**src/logic/decode_settings.svh**
```systemverilog
`ifndef DECODE_SETTINGS_SVH
`define DECODE_SETTINGS_SVH

// integer register and datapath width
`define XLEN 64

// fetched instruction width
`define ILEN 32

// register index, 32 architectural registers
`define REG_ADDR_W 5

`endif

```
**src/logic/rvIsaPkg.sv**
```systemverilog
`include "decode_settings.svh"

package rvIsaPkg;

  // major opcodes, inst[6:0]
  typedef enum logic [6:0] {
    OPC_LUI       = 7'b0110111,
    OPC_AUIPC     = 7'b0010111,
    OPC_JAL       = 7'b1101111,
    OPC_JALR      = 7'b1100111,
    OPC_BRANCH    = 7'b1100011,
    OPC_LOAD      = 7'b0000011,
    OPC_STORE     = 7'b0100011,
    OPC_OP_IMM    = 7'b0010011,
    OPC_OP_IMM_32 = 7'b0011011,
    OPC_OP        = 7'b0110011,
    OPC_OP_32     = 7'b0111011
  } opcodeE;

  // immediate layout of the instruction
  // BAD marks an opcode outside the kept set
  typedef enum logic [2:0] {R, I, S, B, U, J, BAD} instFormatE;

  // operations understood by execute
  typedef enum logic [3:0] {
    ADD, SUB, SLL, SLT, SLTU, XOR, SRL, SRA, OR, AND
  } aluOpE;

  // one bit per byte lane of a doubleword
  typedef logic [`XLEN/8-1:0] storeMaskT;

endpackage

```
**src/logic/decodeBusPkg.sv**
```systemverilog
`include "decode_settings.svh"

package decodeBusPkg;

  // from fetch
  typedef struct packed {
    logic              valid;
    logic [`XLEN-1:0]  pc;
    logic [`ILEN-1:0]  inst;
  } fetchPacketT;

  // bypass network, pass[0] for rs1 and pass[1] for rs2
  typedef struct packed {
    logic [1:0]        pass;
    logic [`XLEN-1:0]  data;
  } bypassT;

  // opcode class, shared by the decode pieces
  typedef struct packed {
    rvIsaPkg::instFormatE format;
    logic loadEn;
    logic storeEn;
    logic writeEn;
    logic wordOp;
    logic isBranch;
    logic isJal;
    logic isJalr;
    logic isLui;
    logic isAuipc;
    logic illegal;
  } ctrlFlagsT;

  // pc redirect, target is zero when not taken
  typedef struct packed {
    logic              taken;
    logic [`XLEN-1:0]  target;
  } redirectT;

  // toward execute
  typedef struct packed {
    logic [`XLEN-1:0]       pc;
    rvIsaPkg::aluOpE        aluOp;
    logic [`XLEN-1:0]       opA;
    logic [`XLEN-1:0]       opB;
    logic [`XLEN-1:0]       storeData;
    logic [`XLEN-1:0]       imm;
    logic [`REG_ADDR_W-1:0] rd;
    logic                   writeEn;
    logic                   loadEn;
    logic                   storeEn;
    rvIsaPkg::storeMaskT    storeMask;
    // load width and sign for the LSU
    logic [2:0]             funct3;
    logic                   wordOp;
    logic                   illegal;
    redirectT               redirect;
  } execPacketT;

endpackage

```
**src/logic/instClassifier.sv**
```systemverilog
`include "decode_settings.svh"

module instClassifier (
  input  logic [`ILEN-1:0]       inst,
  output decodeBusPkg::ctrlFlagsT flags
);

  always_comb begin
    flags = '0;
    // unknown opcode unless matched below
    flags.format = rvIsaPkg::BAD;
    case (inst[6:0])
      rvIsaPkg::OPC_LUI: begin
        flags.format = rvIsaPkg::U;
        flags.isLui  = 1'b1;
      end
      rvIsaPkg::OPC_AUIPC: begin
        flags.format  = rvIsaPkg::U;
        flags.isAuipc = 1'b1;
      end
      rvIsaPkg::OPC_JAL: begin
        flags.format = rvIsaPkg::J;
        flags.isJal  = 1'b1;
      end
      // jalr uses the I layout
      rvIsaPkg::OPC_JALR: begin
        flags.format = rvIsaPkg::I;
        flags.isJalr = 1'b1;
      end
      rvIsaPkg::OPC_BRANCH: begin
        flags.format   = rvIsaPkg::B;
        flags.isBranch = 1'b1;
      end
      rvIsaPkg::OPC_LOAD: begin
        flags.format = rvIsaPkg::I;
        flags.loadEn = 1'b1;
      end
      rvIsaPkg::OPC_STORE: begin
        flags.format  = rvIsaPkg::S;
        flags.storeEn = 1'b1;
      end
      rvIsaPkg::OPC_OP_IMM: flags.format = rvIsaPkg::I;
      // word variants, result sign-extended from bit 31 in execute
      rvIsaPkg::OPC_OP_IMM_32: begin
        flags.format = rvIsaPkg::I;
        flags.wordOp = 1'b1;
      end
      rvIsaPkg::OPC_OP: flags.format = rvIsaPkg::R;
      rvIsaPkg::OPC_OP_32: begin
        flags.format = rvIsaPkg::R;
        flags.wordOp = 1'b1;
      end
      default: flags.format = rvIsaPkg::BAD;
    endcase
    // stores, branches and bad opcodes write no rd
    flags.writeEn = !(flags.format inside {rvIsaPkg::S, rvIsaPkg::B, rvIsaPkg::BAD});
    flags.illegal = (flags.format == rvIsaPkg::BAD);
  end

endmodule

```
**src/logic/immediateGen.sv**
```systemverilog
`include "decode_settings.svh"

module immediateGen (
  input  logic [`ILEN-1:0]   inst,
  input  rvIsaPkg::instFormatE format,
  output logic [`XLEN-1:0]   imm
);

  // all formats sign-extend from inst[31]
  always_comb begin
    case (format)
      rvIsaPkg::I: imm = {{(`XLEN-12){inst[31]}}, inst[31:20]};
      rvIsaPkg::S: imm = {{(`XLEN-12){inst[31]}}, inst[31:25], inst[11:7]};
      // branch offset, bit 0 implied zero
      rvIsaPkg::B: imm = {{(`XLEN-12){inst[31]}}, inst[7], inst[30:25], inst[11:8], 1'b0};
      // upper 20 bits, low 12 zero
      rvIsaPkg::U: imm = {{(`XLEN-32){inst[31]}}, inst[31:12], 12'b0};
      rvIsaPkg::J: begin
        imm = {{(`XLEN-20){inst[31]}}, inst[19:12], inst[20], inst[30:21], 1'b0};
      end
      // R and BAD carry no immediate
      default: imm = '0;
    endcase
  end

endmodule

```
**src/logic/aluOpDecoder.sv**
```systemverilog
`include "decode_settings.svh"

module aluOpDecoder (
  input  logic [`ILEN-1:0] inst,
  output rvIsaPkg::aluOpE  aluOp
);

  logic [2:0] funct3;
  logic       bit30;
  logic       regForm;
  logic       immForm;

  assign funct3 = inst[14:12];
  // funct7[5], picks sub and arithmetic shift
  assign bit30  = inst[30];

  // register-register forms, 64 and 32 bit
  assign regForm = (inst[6:0] == rvIsaPkg::OPC_OP) || (inst[6:0] == rvIsaPkg::OPC_OP_32);
  // register-immediate forms
  assign immForm = (inst[6:0] == rvIsaPkg::OPC_OP_IMM)
                || (inst[6:0] == rvIsaPkg::OPC_OP_IMM_32);

  always_comb begin
    aluOp = rvIsaPkg::ADD;
    if (regForm || immForm) begin
      case (funct3)
        // no subi, bit 30 is imm there
        3'b000: aluOp = (regForm && bit30) ? rvIsaPkg::SUB : rvIsaPkg::ADD;
        3'b001: aluOp = rvIsaPkg::SLL;
        3'b010: aluOp = rvIsaPkg::SLT;
        3'b011: aluOp = rvIsaPkg::SLTU;
        3'b100: aluOp = rvIsaPkg::XOR;
        // shifts keep bit 30 clear of shamt
        3'b101: aluOp = bit30 ? rvIsaPkg::SRA : rvIsaPkg::SRL;
        3'b110: aluOp = rvIsaPkg::OR;
        3'b111: aluOp = rvIsaPkg::AND;
        default: aluOp = rvIsaPkg::ADD;
      endcase
    end
    // loads, stores, jumps, lui, auipc all add
  end

endmodule

```
**src/logic/operandSelect.sv**
```systemverilog
`include "decode_settings.svh"

module operandSelect (
  input  logic [`ILEN-1:0]         inst,
  input  logic [`XLEN-1:0]         pc,
  input  decodeBusPkg::ctrlFlagsT  flags,
  input  logic [`XLEN-1:0]         imm,
  input  logic [`XLEN-1:0]         rs1Data,
  input  logic [`XLEN-1:0]         rs2Data,
  input  logic                     busy1,
  input  logic                     busy2,
  input  decodeBusPkg::bypassT     bypass,
  output logic [`XLEN-1:0]         rs1Val,
  output logic [`XLEN-1:0]         rs2Val,
  output logic [`XLEN-1:0]         opA,
  output logic [`XLEN-1:0]         opB,
  output logic                     hazard
);

  logic isShift;
  logic isRightShift;

  // bypass only for a busy source, x0 writes must not leak through
  assign rs1Val = (busy1 && bypass.pass[0]) ? bypass.data : rs1Data;
  assign rs2Val = (busy2 && bypass.pass[1]) ? bypass.data : rs2Data;

  // producer still in flight and not yet on the bypass
  assign hazard = (busy1 && !bypass.pass[0]) || (busy2 && !bypass.pass[1]);

  // sll, srl, sra and their immediate forms
  assign isShift      = (inst[13:12] == 2'b01);
  assign isRightShift = (inst[14:12] == 3'b101);

  always_comb begin
    opA = '0;
    opB = '0;
    if (flags.illegal || flags.isBranch) begin
      // branches are resolved here, execute gets zeros
      opA = '0;
    end else if (flags.isJal || flags.isJalr) begin
      // link value pc + 4
      opA = pc;
      opB = `XLEN'd4;
    end else if (flags.isLui) begin
      opB = imm;
    end else if (flags.isAuipc) begin
      opA = pc;
      opB = imm;
    end else if (flags.loadEn || flags.storeEn) begin
      // effective address
      opA = rs1Val;
      opB = imm;
    end else begin
      opA = rs1Val;
      // word right shifts see only the low word, sign per bit 30
      if (flags.wordOp && isRightShift) begin
        opA = inst[30] ? {{(`XLEN-32){rs1Val[31]}}, rs1Val[31:0]}
                       : {{(`XLEN-32){1'b0}}, rs1Val[31:0]};
      end
      if (flags.format == rvIsaPkg::R) begin
        if (!isShift) opB = rs2Val;
        else if (flags.wordOp) opB = {{(`XLEN-5){1'b0}}, rs2Val[4:0]};
        else opB = {{(`XLEN-6){1'b0}}, rs2Val[5:0]};
      end else begin
        // shamt drops the funct6 bits of the immediate
        opB = isShift ? {{(`XLEN-6){1'b0}}, inst[25:20]} : imm;
      end
    end
  end

endmodule

```
**src/logic/branchResolve.sv**
```systemverilog
`include "decode_settings.svh"

module branchResolve (
  input  logic [`ILEN-1:0]        inst,
  input  logic [`XLEN-1:0]        pc,
  input  decodeBusPkg::ctrlFlagsT flags,
  input  logic [`XLEN-1:0]        imm,
  input  logic [`XLEN-1:0]        rs1Val,
  input  logic [`XLEN-1:0]        rs2Val,
  output decodeBusPkg::redirectT  redirect
);

  logic             cond;
  logic [`XLEN-1:0] jumpTarget;

  // branch condition from funct3
  always_comb begin
    case (inst[14:12])
      3'b000: cond = (rs1Val == rs2Val);
      3'b001: cond = (rs1Val != rs2Val);
      3'b100: cond = ($signed(rs1Val) < $signed(rs2Val));
      3'b101: cond = ($signed(rs1Val) >= $signed(rs2Val));
      3'b110: cond = (rs1Val < rs2Val);
      3'b111: cond = (rs1Val >= rs2Val);
      // 010 and 011 are not branches
      default: cond = 1'b0;
    endcase
  end

  // jalr is register relative with bit 0 cleared
  assign jumpTarget = flags.isJalr ? ((rs1Val + imm) & ~`XLEN'd1) : (pc + imm);

  assign redirect.taken  = flags.isJal || flags.isJalr || (flags.isBranch && cond);
  // zero target keeps not-taken packets clean
  assign redirect.target = redirect.taken ? jumpTarget : '0;

endmodule

```
**src/logic/idExRegister.sv**
```systemverilog
`include "decode_settings.svh"

module idExRegister (
  input  logic                     clock,
  input  logic                     arstN,
  input  logic                     loadValid,
  input  decodeBusPkg::execPacketT loadData,
  output logic                     loadReady,
  output logic                     execValid,
  input  logic                     execReady,
  output decodeBusPkg::execPacketT exec
);

  decodeBusPkg::execPacketT payloadQ;
  logic                     takenQ;

  // empty, or the held item leaves this cycle
  assign loadReady = !execValid || execReady;

  always_ff @(posedge clock or negedge arstN) begin
    if (!arstN) begin
      execValid <= 1'b0;
      takenQ    <= 1'b0;
    end else if (loadReady) begin
      execValid <= loadValid;
      // redirect only with a live packet
      takenQ    <= loadValid && loadData.redirect.taken;
    end
  end

  // payload only moves on an actual load
  always_ff @(posedge clock) begin
    if (loadValid && loadReady) begin
      payloadQ <= loadData;
    end
  end

  always_comb begin
    exec                = payloadQ;
    exec.redirect.taken = takenQ;
  end

endmodule

```
**src/logic/decodeStage.sv**
```systemverilog
`include "decode_settings.svh"

module decodeStage (
  input  logic                      clock,
  input  logic                      arstN,
  input  decodeBusPkg::fetchPacketT fetch,
  output logic                      fetchReady,
  output logic [`REG_ADDR_W-1:0]    rs1Addr,
  output logic [`REG_ADDR_W-1:0]    rs2Addr,
  input  logic [`XLEN-1:0]          rs1Data,
  input  logic [`XLEN-1:0]          rs2Data,
  input  logic                      busy1,
  input  logic                      busy2,
  input  decodeBusPkg::bypassT      bypass,
  output decodeBusPkg::execPacketT  exec,
  output logic                      execValid,
  input  logic                      execReady
);

  decodeBusPkg::ctrlFlagsT  flags;
  decodeBusPkg::redirectT   redirect;
  decodeBusPkg::execPacketT packet;
  rvIsaPkg::aluOpE          aluOp;
  rvIsaPkg::storeMaskT      storeMask;
  logic [`XLEN-1:0]         imm;
  logic [`XLEN-1:0]         rs1Val;
  logic [`XLEN-1:0]         rs2Val;
  logic [`XLEN-1:0]         opA;
  logic [`XLEN-1:0]         opB;
  logic                     hazard;
  logic                     loadReady;

  // register file read ports, combinational return
  assign rs1Addr = fetch.inst[19:15];
  assign rs2Addr = fetch.inst[24:20];

  instClassifier uClassifier (.inst(fetch.inst), .flags(flags));

  immediateGen uImmGen (.inst(fetch.inst), .format(flags.format), .imm(imm));

  aluOpDecoder uAluOp (.inst(fetch.inst), .aluOp(aluOp));

  operandSelect uOperands (
    .inst(fetch.inst), .pc(fetch.pc), .flags(flags), .imm(imm),
    .rs1Data(rs1Data), .rs2Data(rs2Data), .busy1(busy1), .busy2(busy2),
    .bypass(bypass), .rs1Val(rs1Val), .rs2Val(rs2Val), .opA(opA), .opB(opB),
    .hazard(hazard)
  );

  branchResolve uBranch (
    .inst(fetch.inst), .pc(fetch.pc), .flags(flags), .imm(imm),
    .rs1Val(rs1Val), .rs2Val(rs2Val), .redirect(redirect)
  );

  // sb, sh, sw, sd lanes from the low end
  always_comb begin
    storeMask = '0;
    if (flags.storeEn) begin
      case (fetch.inst[14:12])
        3'b000: storeMask = 8'h01;
        3'b001: storeMask = 8'h03;
        3'b010: storeMask = 8'h0F;
        3'b011: storeMask = 8'hFF;
        default: storeMask = '0;
      endcase
    end
  end

  always_comb begin
    packet.pc        = fetch.pc;
    packet.aluOp     = aluOp;
    packet.opA       = opA;
    packet.opB       = opB;
    // store data is the forwarded rs2
    packet.storeData = rs2Val;
    packet.imm       = imm;
    packet.rd        = fetch.inst[11:7];
    packet.writeEn   = flags.writeEn;
    packet.loadEn    = flags.loadEn;
    packet.storeEn   = flags.storeEn;
    packet.storeMask = storeMask;
    packet.funct3    = fetch.inst[14:12];
    packet.wordOp    = flags.wordOp;
    packet.illegal   = flags.illegal;
    packet.redirect  = redirect;
  end

  // stall on a scoreboard hazard or a full output register
  assign fetchReady = !hazard && loadReady;

  idExRegister uIdEx (
    .clock(clock), .arstN(arstN),
    .loadValid(fetch.valid && !hazard), .loadData(packet), .loadReady(loadReady),
    .execValid(execValid), .execReady(execReady), .exec(exec)
  );

endmodule

```
**config.mk**
```make
export PLATFORM = sky130hd
export DESIGN_NAME = decodeStage
export DESIGN_NICKNAME = d
export VERILOG_FILES = /design/src/logic/rvIsaPkg.sv /design/src/logic/decodeBusPkg.sv /design/src/logic/instClassifier.sv /design/src/logic/immediateGen.sv /design/src/logic/aluOpDecoder.sv /design/src/logic/operandSelect.sv /design/src/logic/branchResolve.sv /design/src/logic/idExRegister.sv /design/src/logic/decodeStage.sv
export VERILOG_INCLUDE_DIRS = /design/src /design/src/logic
export SDC_FILE = /design/constraint.sdc
export NUM_CORES = 1
export LEC_CHECK = 0
export ABC_AREA = 1
export BUFFER_PORTS_ARGS = -buffer_cell sky130_fd_sc_hd__buf_2
export CAP_MARGIN = 20
export CORE_AREA = 2 2 277 279
export CTS_BUF_LIST = sky130_fd_sc_hd__clkbuf_16
export DETAILED_ROUTE_END_ITERATION = 16
export DIE_AREA = 0 0 279 281
export PLACE_DENSITY = 0.6
export SYNTH_ARGS = -nofsm -noshare
export SYNTH_HDL_FRONTEND = slang
export SYNTH_HIERARCHICAL = 1
export SYNTH_SLANG_ARGS = --single-unit
```
**constraint.sdc**
```tcl
create_clock -name clock -period 29.6 [get_ports clock]
set_input_delay 2.96 -clock clock [delete_from_list [all_inputs] [get_ports clock]]
set_output_delay 2.96 -clock clock [all_outputs]
set_load 0.1 [all_outputs]
```
* Yosys cells after proc, flatten, opt, wreduce, memory -nomap -nowiden
Index checks and enable logic that the tools add are counted.
W data, S select, Z words.
** Operators by class
- Reductions and logical operators :: 34
- Multiplexer cells :: 32
- Magnitude comparators :: 4
- Multipliers :: 0
- Divide/modulo/power cells :: 0
- $add $sub $neg :: 2
- Eq/ne operators :: 27
- Shifts and indexed selects :: 0
- Bitwise gates (word level) :: 1
** Operators with widths (number)
- $mux W64 :: 15
- $pmux W64 S5 :: 1
- $add A64 B64 Y64 :: 2
- $ge A64 B64 Y1 :: 2
- $lt A64 B64 Y1 :: 2
- $eq A64 B64 Y1 :: 1
- $ne A64 B64 Y1 :: 1
- $pmux W4 S8 :: 1
- $pmux W8 S4 :: 1
- $eq A7 B6 Y1 const B :: 4
- $eq A3 B3 Y1 const B :: 7
- $eq A7 B5 Y1 const B :: 3
- $eq A7 B7 Y1 const B :: 3
- $pmux W3 S6 :: 1
- $eq A3 B2 Y1 const B :: 4
- $logic_and A1 B1 Y1 :: 11
- $mux W1 :: 10
- $reduce_or A2 Y1 :: 5
- $logic_or A1 B1 Y1 :: 9
- $eq A7 B2 Y1 const B :: 1
- $eq A3 B1 Y1 const B :: 2
- $logic_not A3 Y1 :: 2
- $mux W6 :: 1
- $pmux W1 S6 :: 1
- 6 further kinds :: 10
** Storage, ports and cells
- Logic and storage cells :: 119
- Register bits :: 411
- RAM bits :: 0
- Latch bits :: 0
- Bits of input ports :: 296
- ROM bits :: 0
- Memories :: 0

* Longest topological paths before layout
Gate-level depths: netlist (run 1).
- Word-level depth :: 11
- Mapped depth :: 32
- Gate-level depth less buffers :: 30

* Hierarchy
The synthesis (run 1) kept the hierarchy.
** By module, submodules not included
- idExRegister :: sequential area each 12331.8 um^2, cells each 422, times used 1, area an instance 12381.9 um^2
- branchResolve :: sequential area each 0.0 um^2, cells each 2280, times used 1, area an instance 11885.1 um^2
- operandSelect :: sequential area each 0.0 um^2, cells each 934, times used 1, area an instance 4191.5 um^2
- immediateGen :: sequential area each 0.0 um^2, cells each 124, times used 1, area an instance 695.7 um^2
- instClassifier :: sequential area each 0.0 um^2, cells each 45, times used 1, area an instance 225.2 um^2
- decodeStage :: sequential area each 0.0 um^2, cells each 24, times used 1, area an instance 128.9 um^2
- aluOpDecoder :: sequential area each 0.0 um^2, cells each 29, times used 1, area an instance 121.4 um^2

* Worst setup path before layout (run 1)
OpenSTA, ideal clock, no wires.
- Kind :: input -> register
- Start :: input busy1
- End :: register uIdEx.payloadQ, in the netlist uIdEx/exec[0], enable pin
- Setup slack :: 5394 ps
- Setup time :: 1318 ps
- Cell stages on the path :: 5
- Data arrival time :: 22888 ps
- Path buffers :: 0
- Cells stage by stage :: inv_1 > o22ai_1 > nor2_1 > inv_1 > a21oi_1
** On the way
- Word-level cells in the longest chain between the ends :: 5
** Ends and longest elaborated chain
- start, declared :: RTL line decodeStage.sv:12 : input logic busy1,
- $logic_and A1 B1 Y1 :: RTL line operandSelect.sv:28 : assign hazard = (busy1 && !bypass.pass[0]) || (busy2 && !bypass.pass[1]);
- $logic_or A1 B1 Y1 :: RTL line operandSelect.sv:28
- via hazard :: RTL line decodeStage.sv:30 : logic hazard;
- $logic_not A1 Y1 :: RTL line decodeStage.sv:93 : .loadValid(fetch.valid && !hazard), .loadData(packet), .loadReady(loadReady),
- $logic_and A1 B1 Y1 :: RTL line decodeStage.sv:93
- $logic_and A1 B1 Y1 :: RTL line idExRegister.sv:33 : if (loadValid && loadReady) begin
- end signal, assigned :: RTL line idExRegister.sv:34 : payloadQ <= loadData;
- end, declared :: RTL line idExRegister.sv:14 : decodeBusPkg::execPacketT payloadQ;
The timed path passes the listed nets, and every way through them passes these cells.
A chain may end at the register's enable or synchronous reset.

==> results.py, run 1 <==
metrics = {
    "outcome": {
        "run_status": "finished clean",
    },
    "clocking": {
        "max-clock-path-buffers": 3,
        "cts_inserted_buffers": 49,
        "cts_root_cell": "clkbuf_16",
        "clk-insertion-delay-late_ns": 0.61,
        "h-tree-depth": 2,
        "tritoncts": "yes",
        "postCtsSetupBuffers": 0,
        "clkTransAtPathRegs_ns": 0.06,
        "cts_hold_repair.buffers": 0,
        "cts_repair_resize_count": 0,
        "cts.sink_count": 411,
    },
    "pwr": {
        "share_comb_of_total_power_pct": 29.6,
        "power.switching_fraction_pct": 38.06,
        "pwr-share-seq_pct": 37.5,
        "power.static_leakage_nw": 16.93,
        "cell_internal_pwr_mw": 1.119,
        "total_switching_power_uw": 687.8,
        "powerDensity_nw_per_um2": 51.13,
        "p_clk_share_pct": 32.9,
        "vdd.ir_drop.worst_mv": 0.03791,
    },
    "critical_path": {
        "register_to_register_setup_slack_ns": 26.10,
        "crit-reg2reg-launch": "uIdEx/execValid",
        "arrival_ns": 8.89,
        "end_kind": "flip-flop",
        "crit_type": "primary input to flip-flop",
        "rr_endpoint": "uIdEx/exec[123]",
        "timing.critical_path.fanout_max": 53,
        "reg2regPathDepth": 4,
        "startpoint_type": "primary input",
        "critical_path_required_ns": 29.92,
        "cp-startpoint": "fetch[1]",
        "worst_setup_path_endpoint": "uIdEx/exec[61]",
    },
    "route": {
        "routedWlPerCell_um": 23.17,
        "number_of_violations_reported_at_the_end_of_detailed_routing_iteration_0": 3422,
        "ant_nets": 0,
        "drt-total-wl_um": 128000,
        "vias": 29800,
        "drc_errors": 0,
        "detail_route.vias_per_cell": 5.397,
        "detailedRoute.firstPassIterationCount": 5,
    },
    "yosys": {
        "postSynth.topFlopCell": "edfxtp_1",
        "synth_area_per_cell_sq_um": 7.680,
        "syn_nets": 4345,
        "synth.cell_area_sq_um": 29630,
        "share_of_synthesized_flip_flops_with_an_asynchronous_set_or_reset_pct": 0.4866,
        "synth_seq_area_share_pct": 41.62,
        "synth.distinct_cells": 50,
        "synth_seq_cells": 411,
        "synth-edff-count": 409,
        "synthesis.instances": 3858,
        "ys_warn_count": 6,
    },
    "sta": {
        "setup-tns-final_ns": 0,
        "timing.final.crit_share_pct": 28.97,
        "rsz0062_at_grt": "no",
        "period_needed_ns": 8.575,
        "timing.final.setup_violations": 0,
        "slew_viol_final": 0,
        "timing.max_slew.rel_slack_pct": 21.99,
        "worst_tran_pin_value_ns": 1.170,
        "fin_worst_skew_ns": 0.02196,
        "timing.fmax_ghz": 0.1166,
        "setup_ws_ns": 21.03,
        "final-hold-violation-count": 0,
    },
    "place": {
        "port_buffers": 717,
        "routabilityCongestion": 1.005,
        "detailed_place_hpwl_um": 101300,
        "dp_slack_ns": 20.68,
    },
    "floorplanning": {
        "die_area_sq_um": 78400,
        "core_area_sq_um": 75440,
        "ioPinCount": 718,
        "initial_core_util_pct": 39.27,
        "dieHeight_um": 281,
        "die_width_um": 279,
        "rows": 101,
    },
    "grt": {
        "grt_max_degree": 179,
        "number_of_global_route_vias_before_repair": 27560,
        "grt_pass1_wl_um": 183600,
        "grt_usage_pct": 31.46,
        "globalRoute.totalOverflow": 0,
        "grt_antenna_before_repair": 2,
    },
    "layout": {
        "fraction_of_final_layout_cells_with_drive_strength_greater_than_1_pct": 20.19,
        "syn2layout_area_growth_pct": 19.29,
        "fin_nets": 4990,
    },
    "min_path": {
        "hold_class": "flip-flop to flip-flop",
        "hold_path_depth": 2,
    },
    "job": {
        "maxCapViolations": 0,
    },
}
[placed cells by master (no fill, tap or decap), drive strengths merged, types with 116 or more instances in the layout]
master,count
o21ai,305
ha,189
nor3,116
nand3,231
nand2,798
a21oi,318
nor2,598
edfxtp,409
buf,744
inv,542
[synthesized netlist by cell type (9+ instances only)]
| master | count | share of area [%] |
|---|---|---|
| o21a_1 | 13 | 0.33 |
| nor3_2 | 36 | 1.2 |
| a21boi_0 | 11 | 0.28 |
| buf_2 | 47 | 0.79 |
| a31oi_1 | 17 | 0.36 |
| buf_1 | 10 | 0.13 |
| nor3_1 | 80 | 1.4 |
| nand4_1 | 29 | 0.61 |
| edfxtp_1 | 409 | 41 |
| a21oi_1 | 315 | 5.3 |
| xnor2_1 | 34 | 1.0 |
| nor4_1 | 9 | 0.19 |
| nand2_2 | 9 | 0.19 |
| o21bai_1 | 28 | 0.71 |
| inv_2 | 13 | 0.16 |
| ha_1 | 189 | 8.0 |
| nand3_1 | 226 | 3.8 |
| o21ai_0 | 253 | 4.3 |
| buf_4 | 51 | 1.3 |
| nand2_1 | 788 | 10 |
| o21ai_1 | 43 | 0.73 |
| clkbuf_1 | 27 | 0.34 |
| inv_1 | 516 | 6.5 |
| xor2_1 | 12 | 0.35 |
| nor2_1 | 588 | 7.4 |
| a21o_1 | 17 | 0.43 |
| buf_6 | 14 | 0.53 |
[flip-flops by register name, indices dropped and copies added (netlist names)]
name	count
uIdEx/exec	409
uIdEx/execValid	1
uIdEx/takenQ	1
[layer usage]
metal	GRT usage, %	vias up	routed length [um]
met1	44.47	14150	55830
met4	7.927	0	3240
li1	-	14120	-
met5	0	-	0
met2	50.54	1361	58580
met3	4.556	170	10310
[how the worst min path moves through the flow]
stage,start,endpoint,slack (ns)
global placement,uIdEx/takenQ,uIdEx/takenQ,0.51
global route,uIdEx/takenQ,uIdEx/takenQ,0.56
finish,uIdEx/takenQ,uIdEx/takenQ,0.52
floorplan,uIdEx/takenQ,uIdEx/takenQ,0.48
detailed placement,uIdEx/takenQ,uIdEx/takenQ,0.50
CTS,uIdEx/takenQ,uIdEx/takenQ,0.52
[worst max-delay path, cell delays in order]
cell and delay (ns):
buf_2 0.11, nand2_1 0.19, nor2_1 0.11, nand2_2 0.10, nand3_2 0.10, nor2_4 0.52
nand2_2 0.10, nand2_1 0.33, o211ai_2 0.48, nand2_4 0.65, buf_4 0.67, ha_1 0.31
nand2_1 0.11, nor2_1 0.16, inv_1 0.13, nor4_1 0.90, nand3_1 0.43, nand3_1 0.19
nand3_1 0.09, nand2_1 0.10, a21oi_1 0.05
[cells by family (layout without fill, tap and decap cells)]
group	Yosys count	count (layout)	synth area share, %
other	0	2	0
xor gates and xnor gates	46	46	1.360
DFF	411	411	41.62
buffers and inverters	679	1363	9.805
AOI/OAI and AO/OA	724	724	13.21
adders and majority gates	191	191	8.116
and+or+nand+nor	1805	1805	25.81
muxes	2	2	0.07179
[metrics by stage]
stage / hold slack, ns / total power, mW / instances / util, % / cell area [sq um]
4_1_cts: 0.5222 / 1.813 / 5518 / 46.81 / 35320
3_3_place_gp: 0.5094 / 1.217 / 5427 / 44.77 / 33770
2_1_floorplan: 0.4792 / 1.101 / 3858 / - / 29630
3_5_place_dp: 0.4990 / 1.217 / 5428 / 44.77 / 33780
5_1_grt: 0.5650 / 1.874 / 5522 / 46.85 / 35350
6_report: 0.5241 / 1.807 / 5522 / 46.85 / 35350
[area by class of cell]
class | instances | area (sq um)
antenna | 2 | 5.005
clock buffer | 51 | 1276
clock inverter | 39 | 262.8
fill | 7712 | 40100
inverter | 529 | 1987
multi-input combinational | 2768 | 14450
sequential | 411 | 12330
tap | 978 | 1224
timing repair buffer | 744 | 3811
[power groups by stage]
| stage | clock, mW | combinational, mW | sequential, mW |
|---|---|---|---|
| final | 0.595 | 0.534 | 0.678 |
| after global routing | 0.626 | 0.568 | 0.680 |
| after CTS | 0.605 | 0.529 | 0.678 |
| after detailed placement | 0 | 0.527 | 0.690 |
| after global placement | 0 | 0.527 | 0.690 |
| after floorplan | 0 | 0.207 | 0.894 |
No activity file was read; power rests on OpenSTA's default activity.
==> run 2, diff against run 1 <==
- clock period: 29.6 -> 8.85 ns (I/O delays scaled with it)
==> run 2 against run 1 <==
Final cell count down 0.11%. Core utilization about the same. Combinational power rose to 3.4 times the previous value. Wire length up 0.36%. Clock skew down 0.0049 ns. Die area unchanged. Power rose to 3.3 times the previous value. Largest power group unchanged. Critical endpoint is now uIdEx/exec[53].
==> results.py, run 2 (same netlist as run 1, synthesis figures left out) <==
metrics = {
    "outcome": {
        "run_status": "finished clean",
    },
    "sta": {
        "slew_viol_final": 0,
        "worst_tran_pin_value_ns": 1.104,
        "period_needed_ns": 6.459,
        "hold_ws_ns": 0.08108,
        "timing.fmax_ghz": 0.1548,
        "fin_worst_skew_ns": 0.01708,
        "setup_ws_ns": 2.391,
        "timing.final.crit_share_pct": 72.98,
        "final-hold-violation-count": 0,
        "rsz0062_at_grt": "no",
        "timing.final.setup_violations": 0,
        "timing.max_slew.rel_slack_pct": 25.63,
        "setup-tns-final_ns": 0,
    },
    "place": {
        "dp_cell_count": 5428,
        "dp_slack_ns": 2.045,
        "detailed_place_hpwl_um": 102600,
        "port_buffers": 717,
        "routabilityCongestion": 1.037,
        "placed_area_sq_um": 33820,
    },
    "floorplanning": {
        "die_width_um": 279,
        "core_area_sq_um": 75440,
        "rows": 101,
        "initial_core_util_pct": 39.27,
        "die_area_sq_um": 78400,
        "ioPinCount": 718,
        "dieHeight_um": 281,
    },
    "layout": {
        "layout.cell_area.non_filler_sq_um": 35320,
        "largest_reg_flops": 409,
        "layout_commonest_cell": "nand2_1",
        "fin_nets": 4986,
        "syn2layout_area_growth_pct": 19.21,
        "fraction_of_final_layout_cells_with_drive_strength_greater_than_1_pct": 20.14,
        "instances_no_fill": 5516,
        "final_standard_cell_utilization_of_the_core_pct": 46.82,
        "fillerInstances": 7751,
        "most-common-layout-cells": "785 x nand2_1, 717 x buf_2, 587 x nor2_1, 523 x inv_1, 409 x edfxtp_1",
    },
    "route": {
        "drt-total-wl_um": 128400,
        "number_of_violations_reported_at_the_end_of_detailed_routing_iteration_0": 3045,
        "routedWlPerCell_um": 23.28,
        "drc_errors": 0,
        "ant_nets": 0,
        "detailedRoute.firstPassIterationCount": 8,
        "detail_route.vias_per_cell": 5.340,
        "vias": 29450,
    },
    "clocking": {
        "cts.sink_count": 411,
        "postCtsSetupBuffers": 0,
        "cts_inserted_buffers": 46,
        "h-tree-depth": 2,
        "clk-insertion-delay-late_ns": 0.59,
        "tritoncts": "yes",
        "clkTransAtPathRegs_ns": 0.06,
        "cts_repair_resize_count": 0,
        "cts_hold_repair.buffers": 0,
        "cts_root_cell": "clkbuf_16",
        "max-clock-path-buffers": 3,
    },
    "grt": {
        "number_of_global_route_vias_before_repair": 27460,
        "globalRoute.totalOverflow": 0,
        "grt_pass1_wl_um": 184300,
        "grt_usage_pct": 31.74,
        "grt_antenna_before_repair": 4,
        "grt_max_degree": 157,
    },
    "pwr": {
        "power.static_leakage_nw": 16.90,
        "powerDensity_nw_per_um2": 169.4,
        "vdd.ir_drop.worst_mv": 0.1384,
        "p_total_mw": 5.984,
    },
    "critical_path": {
        "end_kind": "flip-flop",
        "reg2regPathDepth": 3,
        "crit-reg2reg-launch": "uIdEx/execValid",
        "cp-startpoint": "fetch[0]",
        "critical_path_required_ns": 9.16,
        "crit_type": "primary input to flip-flop",
        "timing.critical_path.fanout_max": 68,
        "startpoint_type": "primary input",
        "arrival_ns": 6.77,
    },
    "job": {
        "maxCapViolations": 0,
    },
    "min_path": {
        "hold_class": "primary input to async pin",
    },
}
-- run 2: worst max-delay path, cell delays in order --
cell and delay [ns]:
buf_2 0.11, nand2_1 0.14, nor2_2 0.20, nand3_2 0.13, nand2_1 0.13, nor2_4 0.14, nand2_2 0.09, nand2_1 0.26
o211ai_2 0.82, nand2_4 0.74, buf_12 0.46, ha_1 0.41, a21oi_1 0.28, o21ai_0 0.29, a21oi_1 0.44, nor2_1 0.09
nor2_1 0.20, nand3_1 0.23, nand3_1 0.18, nand2_1 0.06, nand2_1 0.06, nand3_1 0.12, nand2_1 0.11, a21oi_1 0.04
-- run 2: final timing paths --
path                                         to  slack [ns]
worst max-delay path             uIdEx/exec[53]        2.39
worst min-delay path            uIdEx/execValid        0.08
worst max register to register   uIdEx/exec[29]        6.41
worst min register to register     uIdEx/takenQ        0.51
max in group asynchronous          uIdEx/takenQ        8.66
min in group clock               uIdEx/exec[85]        0.50
-- run 2: area by class of cell --
cell class / instances / area [sq um] / area share [%]
multi-input combinational: 2768 / 14450 / 40.91
sequential: 411 / 12330 / 34.91
timing repair buffer: 743 / 3846 / 10.89
inverter: 529 / 1987 / 5.625
tap: 978 / 1224 / 3.465
clock buffer: 47 / 1176 / 3.330
clock inverter: 36 / 296.5 / 0.8396
antenna: 4 / 10.01 / 0.02834
-- run 2: where the power goes --
group	leakage [nW]	internal [mW]	switching, mW
sequential	4.08	2.25	0.0208
combinational	12.1	0.373	1.41
clock	0.765	1.11	0.823
total	16.9	3.73	2.26
-- run 2: routing by layer --
| metal | part of all wire, % | track usage [%] |
|---|---|---|
| met1 | 43 | 43.82 |
| met5 | 0 | 0 |
| met4 | 2.8 | 8.850 |
| met2 | 46 | 51.06 |
| met3 | 8.2 | 5.620 |
